$ cat src/hw/zx_pkg.sv
`default_nettype none

package zx_pkg;

	// ==========================================================
	// CPU bus
	// ==========================================================
	localparam int ADDR_W = 16;
	localparam int DATA_W = 8;

	// ==========================================================
	// Physical memory
	// ==========================================================
	// Offset inside one 16K bank
	localparam int OFFSET_W = 14;
	// RAM banks 0 to 7, ROM banks from ROM_BANK_BASE upward
	localparam int BANK_W        = 4;
	localparam int ROM_BANK_BASE = 8;

	// ==========================================================
	// I/O ports
	// ==========================================================
	// Only a few address bits take part in the decode
	localparam logic [7:0]        PORT_FE   = 8'hFE;
	localparam logic [ADDR_W-1:0] PORT_7FFD = 16'h7FFD;
	localparam logic [ADDR_W-1:0] PORT_1FFD = 16'h1FFD;

	// ==========================================================
	// Machine modes
	// ==========================================================
	localparam int MODE_W = 2;
	localparam logic [MODE_W-1:0] MODE_48    = 2'd0;
	localparam logic [MODE_W-1:0] MODE_128   = 2'd1;
	localparam logic [MODE_W-1:0] MODE_PLUS3 = 2'd2;

	// Turbo select that runs the CPU at full clk_sys rate
	localparam int TURBO_MAX = 4;

endpackage

`default_nettype wire

$ cat src/hw/io_bus_if.sv
`timescale 1ns/1ps
`default_nettype none

// Port-write strobes from the I/O decoder to the port registers
interface io_bus_if import zx_pkg::*; ();
	logic              ula_stb;
	logic              page_stb;
	logic              plus3_stb;
	logic [DATA_W-1:0] data;
	logic [MODE_W-1:0] mode;

	modport source (
		output ula_stb,
		output page_stb,
		output plus3_stb,
		output data,
		output mode
	);

	// Paging registers need the machine mode for their decode
	modport pager (
		input page_stb,
		input plus3_stb,
		input data,
		input mode
	);

	modport ula (
		input ula_stb,
		input data
	);
endinterface

`default_nettype wire

$ cat src/hw/paging_if.sv
`timescale 1ns/1ps
`default_nettype none

// Paging state from the page registers to the address mapper
interface paging_if ();
	logic [2:0] ram_page;
	logic [1:0] rom_sel;
	logic       special_en;
	logic [1:0] special_cfg;
	logic       scr_page;

	modport source (
		output ram_page,
		output rom_sel,
		output special_en,
		output special_cfg,
		output scr_page
	);

	// Screen select goes to the video side, not to the mapper
	modport sink (
		input ram_page,
		input rom_sel,
		input special_en,
		input special_cfg
	);
endinterface

`default_nettype wire

$ cat src/hw/clock_enables.sv
`timescale 1ns/1ps
`default_nettype none

module clock_enables import zx_pkg::*; #(
	parameter int CE_DIV_W = 4
) (
	input  logic       clk_sys,
	input  logic       reset,
	input  logic [2:0] turbo_sel,
	output logic       ce_cpu
);

	logic [CE_DIV_W-1:0] div_cnt;
	logic [2:0]          turbo_q;
	logic [CE_DIV_W-1:0] ce_mask;
	logic                div_wrap;

	// Last count before the divider rolls over to zero
	assign div_wrap = &div_cnt;

	// Bits of the counter that must be all ones for a pulse
	assign ce_mask = {CE_DIV_W{1'b1}} >> turbo_q;

	// ==========================================================
	// Divider and turbo latch
	// ==========================================================
	always_ff @(posedge clk_sys) begin
		if (reset) begin
			div_cnt <= '0;
			turbo_q <= '0;
			ce_cpu  <= 1'b0;
		end else begin
			div_cnt <= div_cnt + 1'b1;
			// Masked-off bits forced high so only the low bits count
			ce_cpu  <= &(div_cnt | ~ce_mask);
			// New rate starts with the next period
			if (div_wrap) begin
				turbo_q <= turbo_sel;
			end
		end
	end

	// Rates above full speed have no meaning
	turbo_sel_range: assert property (
		@(posedge clk_sys) disable iff (reset)
		turbo_sel <= TURBO_MAX
	) else $error("turbo_sel %0d above TURBO_MAX", turbo_sel);

endmodule

`default_nettype wire

$ cat src/hw/io_decode.sv
`timescale 1ns/1ps
`default_nettype none

module io_decode import zx_pkg::*; (
	input  logic              clk_sys,
	input  logic              reset,
	input  logic [MODE_W-1:0] machine_mode,
	input  logic [ADDR_W-1:0] addr,
	input  logic [DATA_W-1:0] cpu_dout,
	input  logic              iorq,
	input  logic              wr,
	input  logic              m1,
	io_bus_if.source          bus
);

	logic              io_wr;
	logic              io_wr_q;
	logic              wr_edge;
	logic [MODE_W-1:0] mode_q;
	logic              ula_hit;
	logic              page_hit;
	logic              plus3_hit;

	// I/O write outside an interrupt acknowledge
	assign io_wr   = iorq & wr & ~m1;
	assign wr_edge = io_wr & ~io_wr_q;

	// ==========================================================
	// Partial port decode
	// ==========================================================
	// 0x7FFD is dead in 48 mode, +3 also looks at A14
	assign page_hit = (mode_q != MODE_48)
		& (addr[15] == PORT_7FFD[15]) & (addr[1] == PORT_7FFD[1])
		& ((addr[14] == PORT_7FFD[14]) | (mode_q != MODE_PLUS3));
	assign plus3_hit = (mode_q == MODE_PLUS3)
		& (addr[15:12] == PORT_1FFD[15:12]) & (addr[1] == PORT_1FFD[1]);
	// Overlap with the paging ports goes to the paging ports
	assign ula_hit = (addr[0] == PORT_FE[0]) & ~page_hit & ~plus3_hit;

	always_ff @(posedge clk_sys) begin
		if (reset) begin
			io_wr_q       <= 1'b0;
			bus.ula_stb   <= 1'b0;
			bus.page_stb  <= 1'b0;
			bus.plus3_stb <= 1'b0;
			mode_q        <= machine_mode;
		end else begin
			io_wr_q       <= io_wr;
			bus.ula_stb   <= wr_edge & ula_hit;
			bus.page_stb  <= wr_edge & page_hit;
			bus.plus3_stb <= wr_edge & plus3_hit;
		end
	end

	// Data byte travels alongside its strobe
	always_ff @(posedge clk_sys) begin
		if (wr_edge) begin
			bus.data <= cpu_dout;
		end
	end

	assign bus.mode = mode_q;

	single_strobe: assert property (
		@(posedge clk_sys) disable iff (reset)
		$onehot0({bus.ula_stb, bus.page_stb, bus.plus3_stb})
	) else $error("more than one port strobe in a cycle");

endmodule

`default_nettype wire

$ cat src/hw/mem_map.sv
`timescale 1ns/1ps
`default_nettype none

module mem_map import zx_pkg::*; (
	input  logic                       mreq,
	input  logic                       wr,
	input  logic [ADDR_W-1:0]          addr,
	paging_if.sink                     map,
	output logic [BANK_W+OFFSET_W-1:0] mem_addr,
	output logic                       mem_we
);

	logic [1:0]        quad;
	logic [BANK_W-1:0] bank;
	logic              bank_is_ram;

	assign quad = addr[ADDR_W-1:OFFSET_W];

	// ==========================================================
	// Bank select per 16K quadrant
	// ==========================================================
	always_comb begin
		if (!map.special_en) begin
			case (quad)
				2'd0:    bank = BANK_W'(ROM_BANK_BASE) + BANK_W'(map.rom_sel);
				2'd1:    bank = BANK_W'(5);
				2'd2:    bank = BANK_W'(2);
				default: bank = BANK_W'(map.ram_page);
			endcase
		end else begin
			// All-RAM configs 0..3: 0123, 4567, 4563, 4763
			case (quad)
				2'd0:    bank = (map.special_cfg == 2'd0) ? BANK_W'(0) : BANK_W'(4);
				2'd1: begin
					if (map.special_cfg == 2'd0) begin
						bank = BANK_W'(1);
					end else if (map.special_cfg == 2'd3) begin
						bank = BANK_W'(7);
					end else begin
						bank = BANK_W'(5);
					end
				end
				2'd2:    bank = (map.special_cfg == 2'd0) ? BANK_W'(2) : BANK_W'(6);
				default: bank = (map.special_cfg == 2'd1) ? BANK_W'(7) : BANK_W'(3);
			endcase
		end
	end

	assign bank_is_ram = bank < BANK_W'(ROM_BANK_BASE);

	assign mem_addr = {bank, addr[OFFSET_W-1:0]};
	// ROM is write protected
	assign mem_we   = mreq & wr & bank_is_ram;

	// ROM only sits in the bottom quadrant outside all-RAM mode
	always_comb begin
		assert (!(mem_we && (quad == 2'd0) && !map.special_en))
			else $error("write strobe on ROM in quadrant 0");
	end

endmodule

`default_nettype wire

$ cat src/hw/page_regs.sv
`timescale 1ns/1ps
`default_nettype none

module page_regs import zx_pkg::*; (
	input  logic     clk_sys,
	input  logic     reset,
	io_bus_if.pager  bus,
	paging_if.source map
);

	// Only the bits the paging logic looks at are kept
	logic [5:0] reg_7ffd;
	logic [2:0] reg_1ffd;
	logic       locked;

	// Bit 5 of 0x7FFD freezes paging until reset
	assign locked = reg_7ffd[5];

	// ==========================================================
	// Paging registers
	// ==========================================================
	always_ff @(posedge clk_sys) begin
		if (reset) begin
			reg_7ffd <= '0;
			reg_1ffd <= '0;
		end else if (!locked) begin
			if (bus.page_stb) begin
				reg_7ffd <= bus.data[5:0];
			end
			if (bus.plus3_stb) begin
				reg_1ffd <= bus.data[2:0];
			end
		end
	end

	// ==========================================================
	// Decoded paging state
	// ==========================================================
	always_comb begin
		map.ram_page    = reg_7ffd[2:0];
		map.scr_page    = reg_7ffd[3];
		map.special_en  = reg_1ffd[0];
		map.special_cfg = reg_1ffd[2:1];

		case (bus.mode)
			MODE_128: begin
				map.rom_sel = {1'b0, reg_7ffd[4]};
			end
			MODE_PLUS3: begin
				// Four ROMs, high bit from 0x1FFD
				map.rom_sel = {reg_1ffd[2], reg_7ffd[4]};
			end
			default: begin
				map.rom_sel = 2'b00;
			end
		endcase

		// 48 machine keeps RAM 0 at the top
		if (bus.mode == MODE_48) begin
			map.ram_page = 3'd0;
		end
	end

	// 0x1FFD is decoded on the +3 only
	plus3_mode_only: assert property (
		@(posedge clk_sys) disable iff (reset)
		bus.plus3_stb |-> bus.mode == MODE_PLUS3
	) else $error("0x1FFD strobe outside +3 mode");

endmodule

`default_nettype wire

$ cat src/hw/ula_port_dac.sv
`timescale 1ns/1ps
`default_nettype none

module ula_port_dac #(
	parameter int DAC_W = 9
) (
	input  logic       clk_sys,
	input  logic       reset,
	io_bus_if.ula      bus,
	input  logic       tape_in,
	output logic [2:0] border_color,
	output logic       audio
);

	logic             ear;
	logic             mic;
	logic [DAC_W-1:0] level;
	logic [DAC_W-1:0] acc;
	logic [DAC_W:0]   acc_sum;

	// ==========================================================
	// Port 0xFE
	// ==========================================================
	always_ff @(posedge clk_sys) begin
		if (bus.ula_stb) begin
			border_color <= bus.data[2:0];
		end
	end

	always_ff @(posedge clk_sys) begin
		if (reset) begin
			ear <= 1'b0;
			mic <= 1'b0;
		end else if (bus.ula_stb) begin
			ear <= bus.data[4];
			mic <= bus.data[3];
		end
	end

	// ==========================================================
	// Beeper DAC
	// ==========================================================
	// EAR loudest, then MIC, then tape
	assign level   = DAC_W'({ear, mic, tape_in, 5'b00000});
	assign acc_sum = {1'b0, acc} + {1'b0, level};

	// First order, carry out is the bitstream
	always_ff @(posedge clk_sys) begin
		if (reset) begin
			acc   <= '0;
			audio <= 1'b0;
		end else begin
			acc   <= acc_sum[DAC_W-1:0];
			audio <= acc_sum[DAC_W];
		end
	end

endmodule

`default_nettype wire

$ cat src/hw/zx_core_top.sv
`timescale 1ns/1ps
`default_nettype none

module zx_core_top import zx_pkg::*; #(
	parameter int CE_DIV_W = 4,
	parameter int DAC_W    = 9
) (
	input  logic                       clk_sys,
	input  logic                       reset,
	input  logic [MODE_W-1:0]          machine_mode,
	input  logic [2:0]                 turbo_sel,
	input  logic [ADDR_W-1:0]          addr,
	input  logic [DATA_W-1:0]          cpu_dout,
	input  logic                       mreq,
	input  logic                       iorq,
	// Kept for a complete Z80 bus, no reads are decoded here
	input  logic                       rd,
	input  logic                       wr,
	input  logic                       m1,
	input  logic                       tape_in,
	output logic                       ce_cpu,
	output logic [BANK_W+OFFSET_W-1:0] mem_addr,
	output logic                       mem_we,
	output logic [2:0]                 border_color,
	output logic                       scr_page,
	output logic                       audio
);

	io_bus_if io_bus ();
	paging_if paging ();

	// ==========================================================
	// Clocking
	// ==========================================================
	clock_enables #(
		.CE_DIV_W (CE_DIV_W)
	) u_clock_enables (
		.clk_sys   (clk_sys),
		.reset     (reset),
		.turbo_sel (turbo_sel),
		.ce_cpu    (ce_cpu)
	);

	// ==========================================================
	// Port writes and paging
	// ==========================================================
	io_decode u_io_decode (
		.clk_sys      (clk_sys),
		.reset        (reset),
		.machine_mode (machine_mode),
		.addr         (addr),
		.cpu_dout     (cpu_dout),
		.iorq         (iorq),
		.wr           (wr),
		.m1           (m1),
		.bus          (io_bus.source)
	);

	page_regs u_page_regs (
		.clk_sys (clk_sys),
		.reset   (reset),
		.bus     (io_bus.pager),
		.map     (paging.source)
	);

	mem_map u_mem_map (
		.mreq     (mreq),
		.wr       (wr),
		.addr     (addr),
		.map      (paging.sink),
		.mem_addr (mem_addr),
		.mem_we   (mem_we)
	);

	// Shadow screen select for the video side
	assign scr_page = paging.scr_page;

	// ==========================================================
	// ULA port and sound
	// ==========================================================
	ula_port_dac #(
		.DAC_W (DAC_W)
	) u_ula_port_dac (
		.clk_sys      (clk_sys),
		.reset        (reset),
		.bus          (io_bus.ula),
		.tape_in      (tape_in),
		.border_color (border_color),
		.audio        (audio)
	);

endmodule

`default_nettype wire

$ cat config.mk
export PLATFORM = sky130hd
export DESIGN_NAME = zx_core_top
export DESIGN_NICKNAME = d
export VERILOG_FILES = /design/src/hw/zx_pkg.sv /design/src/hw/io_bus_if.sv /design/src/hw/paging_if.sv /design/src/hw/clock_enables.sv /design/src/hw/io_decode.sv /design/src/hw/mem_map.sv /design/src/hw/page_regs.sv /design/src/hw/ula_port_dac.sv /design/src/hw/zx_core_top.sv
export SDC_FILE = /design/constraint.sdc
export NUM_CORES = 1
export LEC_CHECK = 0
export ABC_CLOCK_PERIOD_IN_PS = 1300
export BUFFER_PORTS_ARGS = -buffer_cell sky130_fd_sc_hd__buf_4
export CORE_MARGIN = 5
export CORE_UTILIZATION = 40
export DETAILED_ROUTE_END_ITERATION = 7
export HOLD_SLACK_MARGIN = 0.12
export PLACE_DENSITY = 0.73
export SYNTH_ARGS = -nofsm -noshare
export SYNTH_HDL_FRONTEND = slang
export SYNTH_SLANG_ARGS = --single-unit
$ cat constraint.sdc
create_clock -name clk_sys -period 1.3 [get_ports clk_sys]
set_input_delay 0.065 -clock clk_sys [delete_from_list [all_inputs] [get_ports clk_sys]]
set_output_delay 0.065 -clock clk_sys [all_outputs]
set_load 0.01 [all_outputs]
Yosys cells after proc, flatten, opt, wreduce, memory -nomap -nowiden
Cells that the tools add are included.
- $add $sub $neg: 3
- magnitude comparators: 1
- eq/ne operators: 8
- shifts and indexed selects: 1
- multiplexer cells: 12
- bitwise operators: 26
- reductions and logical operators: 8
- operators with widths (cell ; number):
    $pmux 4 s3 ; 2
    $and 1x1->1 ; 15
    $mux 3 ; 4
    $mux 6 ; 2
    $add 9x8->10 ; 1
    $mux 4 ; 2
    $not 1->1 ; 8
    $reduce_and 4->1 ; 2
    $eq 2x1->1 const B ; 3
    $eq 2x2->1 const B ; 3
    $logic_not 2->1 ; 3
    $add 4x1->4 const B ; 1
    $add 4x2->4 const A ; 1
    $eq 4x1->1 const B ; 1
    $lt 4x4->1 const B ; 1
    $not 4->4 ; 1
    $or 4x4->4 ; 1
    $pmux 2 s2 ; 1
    $reduce_and 2->1 ; 2
    $shr 4x3->4 const A ; 1
    $mux 2 ; 1
    $ne 2x2->1 const B ; 1
    $reduce_bool 2->1 ; 1
    $or 1x1->1 ; 1
- register bits: 44
- input port bits: 37
- output and inout port bits: 25
- word-level logic and storage cells: 76

Longest topological paths before layout
- depth after elaboration: 8
- depth in mapped cells: 5
- mapped depth without buffers: 5

Hierarchy
From an unflattened synthesis, not the netlist that was laid out.
- cells, all modules: 166
- area total of the unflattened synthesis: 1845.5 um2
- modules (own cells, without submodules) (module ; times used ; cells each ; area an instance (um2) ; seq. area each (um2)):
    io_decode ; 1 ; 27 ; 469.2 ; 380.4
    page_regs ; 1 ; 46 ; 461.7 ; 180.2
    ula_port_dac ; 1 ; 33 ; 400.4 ; 230.2
    clock_enables ; 1 ; 29 ; 301.5 ; 160.2
    mem_map ; 1 ; 31 ; 212.7 ; 0.0

Worst setup path before layout
OpenSTA, ideal clock, no wires.
- path kind: reg-to-reg
- start point: register u_io_decode.io_wr_q
- end point: register u_io_decode.bus.data[0], enable pin
- setup time: 378 ps
- arrival: 823 ps
- data required time: 922 ps
- path slack: 99 ps
- stages on the path, launching flop included: 2
- path buffers: 0
- clock period less this slack: 1201 ps
- path through: dfxtp_1 > nor3_1
- longest elaborated chain between the ends: 2
- RTL lines (element ; RTL line ; source):
    start, declared ; io_decode.sv:17 ; logic io_wr_q;
    start signal, assigned ; io_decode.sv:48 ; io_wr_q <= io_wr;
    $not 1->1 ; io_decode.sv:26 ; assign wr_edge = io_wr & ~io_wr_q;
    $and 1x1->1 ; io_decode.sv:26 ;
    named net u_io_decode.wr_edge ; io_decode.sv:18 ; logic wr_edge;
    end signal, assigned ; io_decode.sv:58 ; bus.data <= cpu_dout;
    end, declared ; io_bus_if.sv:16 ; output data,
The timed path passes the listed nets, and every way through them passes these cells.
A chain may end at the register's enable or synchronous reset.

Worst setup path in the final report
- start point: register u_io_decode.mode_q[0] (netlist: u_io_decode.bus.mode[0])
- end point: output port mem_addr[15]
- longest elaborated chain between the ends: 5
- elaborated cells between the ends (all ways): 8
- those cells by class: 1 x add/sub; 2 x eq/ne; 4 x mux; 1 x reduce/logical
- RTL lines (element ; RTL line ; source):
    start, declared ; io_decode.sv:19 ; logic [MODE_W-1:0] mode_q;
    start signal, assigned ; io_decode.sv:46 ; mode_q <= machine_mode;
    $eq 2x2->1 or $eq 2x1->1 (tied branches) ; page_regs.sv:45 ; case (bus.mode)
    $pmux 2 s2 ; page_regs.sv:45 ;
    $add 4x2->4 ; mem_map.sv:25 ; 2'd0: bank = BANK_W'(ROM_BANK_BASE) + BANK_W'(map.rom_sel);
    $pmux 4 s3 (*) ; mem_map.sv:24 ; case (quad)
    $mux 4 (*) ; mem_map.sv:23 ; if (!map.special_en) begin
    end, declared ; zx_core_top.sv:22 ; output logic [BANK_W+OFFSET_W-1:0] mem_addr,
Mark *: on every way between the ends. The rest lies on a longest branch, timed or not.

==> metrics.md <==
| Metric | Value |
|---|---|
| Diode count | `0` |
| Synth top area share | `0.337` |
| Starting Density | `0.413` |
| Most frequent cell after synthesis | `dfxtp_1` |
| Max Freq | `0.661 GHz` |
| First-pass GRT wire length | `~5400 um` |
| WHS Path Cells | `3` |
| Fill count | `approximately 360` |
| Switching power | `0.527 mW` |
| DRT Pass-1 Iters | `4` |
| Endpoint class of the critical path | `output port` |
| GPL Wtd Cong | `0.770` |
| RSZ-0062 raised after global routing | `yes` |
| Clock-pin slew on the worst setup and hold paths | `0.07 ns` |
| Relative slew slack | `0.747` |
| Fin. max-slew vios | `0` |
| CTS tree | `yes` |
| Die height | `~75 um` |
| Die X | `~75 um` |
| Syn-to-layout area delta | `37.4%` |
| Outcome | `complete, but fails checks` |
| Iteration-0 DRC Markers | `24` |
| Asr flop ratio synth | `0` |
| Reg-to-Reg Start | `u_io_decode.bus.mode[1]` |
| Critical path fanouts, max | `3` |
| DRC | `0` |
| Post-synth EDFFs | `11` |
| Met2 Usage GRT | `0.220` |
| Std-Cell Core Area | `roughly 4000 um2` |
| Total CTS buffers | `5` |
| Yosys warning count | `0` |
| Critical path class | `reg2out` |
| Hold slack | `between 0.1 and 0.15 ns` |
| Worst Setup Start Kind | `flop` |
| Post-route cell area | `approximately 2300 um2` |
| Area of the die | `~5600 um2` |
| Tightest Pin Transition | `between 0.3 and 0.4 ns` |
| P per Cell Area | `~1000 nW/um2` |
| Syn nets | `between 150 and 200` |
| Total wire length | `around 3500 um` |
| Post-synth cell types | `34` |
| Post-Syn Instances | `approximately 150` |
| CP arrival | `roughly 1.5 ns` |
| Period Utilization, post-route | `1.16` |
| Total number of vias | `between 1k and 1.5k` |
| Nets | `245` |
| Switching share of power | `0.220` |
| Sequential area share after synthesis | `0.535` |
| Worst EP required | `1.24 ns` |
| Cell-internal power | `1.87 mW` |
| Final hold vios | `0` |
| Reg2reg setup slack | `-0.04 ns` |
| Met3 Usage GRT | `0.0365` |
| Clk_lat worst skew | `around 0.29 ns` |
| Root buffer cell | `clkbuf_8` |
| Routed WL per cell | `between 10 and 15 um` |
| Main flop type after synthesis | `dfxtp_1` |
| Number of global-route vias before repair | `1175` |
| Hpwl dp | `2280 um` |
| Yosys reg bits | `39` |
| Antenna Nets Post-Route | `0` |
| Clock Path Buffers | `2` |
| Hold WC Path Type | `in2reg` |
| CTS HTree Levels | `2` |
| Post-Place Worst Slack | `-0.0345 ns` |
| Setup TNS | `-0.605 ns` |
| Final min period | `1.51 ns` |
| FF-to-FF End | `u_io_decode.bus.plus3_stb` |
| CP endpoint | `mem_addr[15]` |
| Synth area leaders | `dfxtp_1 (34%), edfxtp_1 (20%), mux2i_1 (8.4%)` |
| Synth cell count leaders | `dfxtp_1 (28), nor2_1 (22), buf_4 (14), mux2i_1 (14), edfxtp_1 (11)` |
| Max Cap Viol | `0` |
| Yosys top cell by area | `dfxtp_1` |
| R2R cell count | `5` |
| Comb power frac | `0.118` |
| Seq pwr share | `0.542` |
| I/O pin total | `a little over 60` |
| Pin count of the biggest net entering global routing | `19` |
| Final setup violating endpoints | `6` |
| Port buffer count | `38` |
| GR met1 Demand/Resource | `0.151` |
| Total congestion overflow | `0` |
| Leakage Power | `1.00 nW` |
| Clock network power share | `0.340` |
| Layout cells sized above 1 | `0.353` |
| TritonCTS Sinks | `39` |
| Avg Cell Area, Syn | `about 11 um2` |
| Final worst slack | `-0.214 ns` |
| Worst IR Drop VDD | `between 0.0005 and 0.0006 V` |
| Gr usage total | `0.128` |
| Std cell rows | `23` |
| Skew final | `a little over 0.008 ns` |
| Area after DPL | `1910 um2` |
| Failing checks | `setup timing` |
| Busiest grt layer | `met2` |
| Antenna violations before repair | `0` |
| Vias per cell | `roughly 4.8` |
| Mapped cell area | `1670 um2` |
| Critical Path Start | `u_io_decode.bus.mode[0]` |
flip-flops by register name (all words and copies together), names as in the netlist, 2 cells and up:
name                         count
u_io_decode.bus.data             6
u_page_regs.reg_7ffd             6
u_clock_enables.div_cnt          4
u_ula_port_dac.acc               4
u_clock_enables.turbo_q          3
u_page_regs.reg_1ffd             3
u_ula_port_dac.border_color      3
u_io_decode.bus.mode             2
critical path: stages, from the launching register on:
cell,delay [ns]
edfxtp_1,0.41
inv_2,0.12
ha_4,0.14
inv_2,0.05
a311oi_2,0.24
a311oi_1,0.07
buf_4,0.15
power by group through the flow:
stage | Sequential [mW] | Clock (mW) | Combinational, mW
floorplan | 1.32 | 0 | 0.132
global placement | 1.33 | 0 | 0.191
detailed placement | 1.33 | 0 | 0.195
CTS | 1.30 | 0.846 | 0.267
global route | 1.31 | 0.919 | 0.310
finish | 1.30 | 0.816 | 0.284
per-stage QoR:
step	power (mW)	util	cells
detailed placement	1.52	0.474	224
floorplan	1.46	-	151
global route	2.53	0.568	251
global placement	1.52	0.474	224
finish	2.40	0.568	251
CTS	2.41	0.557	251
worst min-delay path by stage:
| stage | start | to | slack, ns |
|---|---|---|---|
| finish | tape_in | u_ula_port_dac.acc[5] | 0.10 |
| global route | tape_in | u_ula_port_dac.acc[5] | 0.10 |
| CTS | tape_in | u_ula_port_dac.acc[5] | 0.10 |
| detailed placement | addr[11] | mem_addr[11] | 0.13 |
| global placement | addr[11] | mem_addr[11] | 0.13 |
| floorplan | addr[0] | u_io_decode.bus.ula_stb | 0.14 |
cell families (layout without fill, tap and decap cells):
logic type,count (synthesis),in the layout,synth area share
DFF,39,39,0.535
muxes,14,14,0.0841
AOI/OAI and AO/OA,17,17,0.0669
adders and majority gates,8,8,0.0646
and+or+nand+nor,45,45,0.141
buffers and inverters,25,75,0.0932
xor gates and xnor gates,3,3,0.0158
cell type report:
type                    count  area, um2  share of cell area
multi-input cells          87        711               0.311
repair buffers             61        508               0.222
well taps                  50       62.6              0.0273
inverters                   6       22.5             0.00984
clock buffers               7       86.3              0.0377
clock inverters             1       5.00             0.00219
flip-flops and latches     39        893               0.390
cells in the final DEF (no fill, tap or decap), types with 4 or more instances in the layout:
cell,synthesis,final
clkbuf_8,0,6
dfxtp_1,28,26
edfxtp_1,11,11
mux2i_1,14,14
buf_4,14,42
dlygate4sd3_1,0,17
ha_1,7,4
a21oi_1,6,5
nor2_1,22,22
nor2b_1,6,5
nand3_1,4,4
timing repair:
action	4_1_cts	5_1_grt
setup buffers	3	0
gates resized for setup	16	9
hold endpoints to repair	24	2
pin swaps	6	4
endpoints found under the setup margin	7	8
hold buffers	16	1
routing by layer:
metal / wire length [um] / up-vias
met1: 1440 / 551
met4: 46 / 0
met3: 155 / 7
met2: 1830 / 34
li1: - / 604
met5: 0 / -
(Power assumes the default switching activity.)
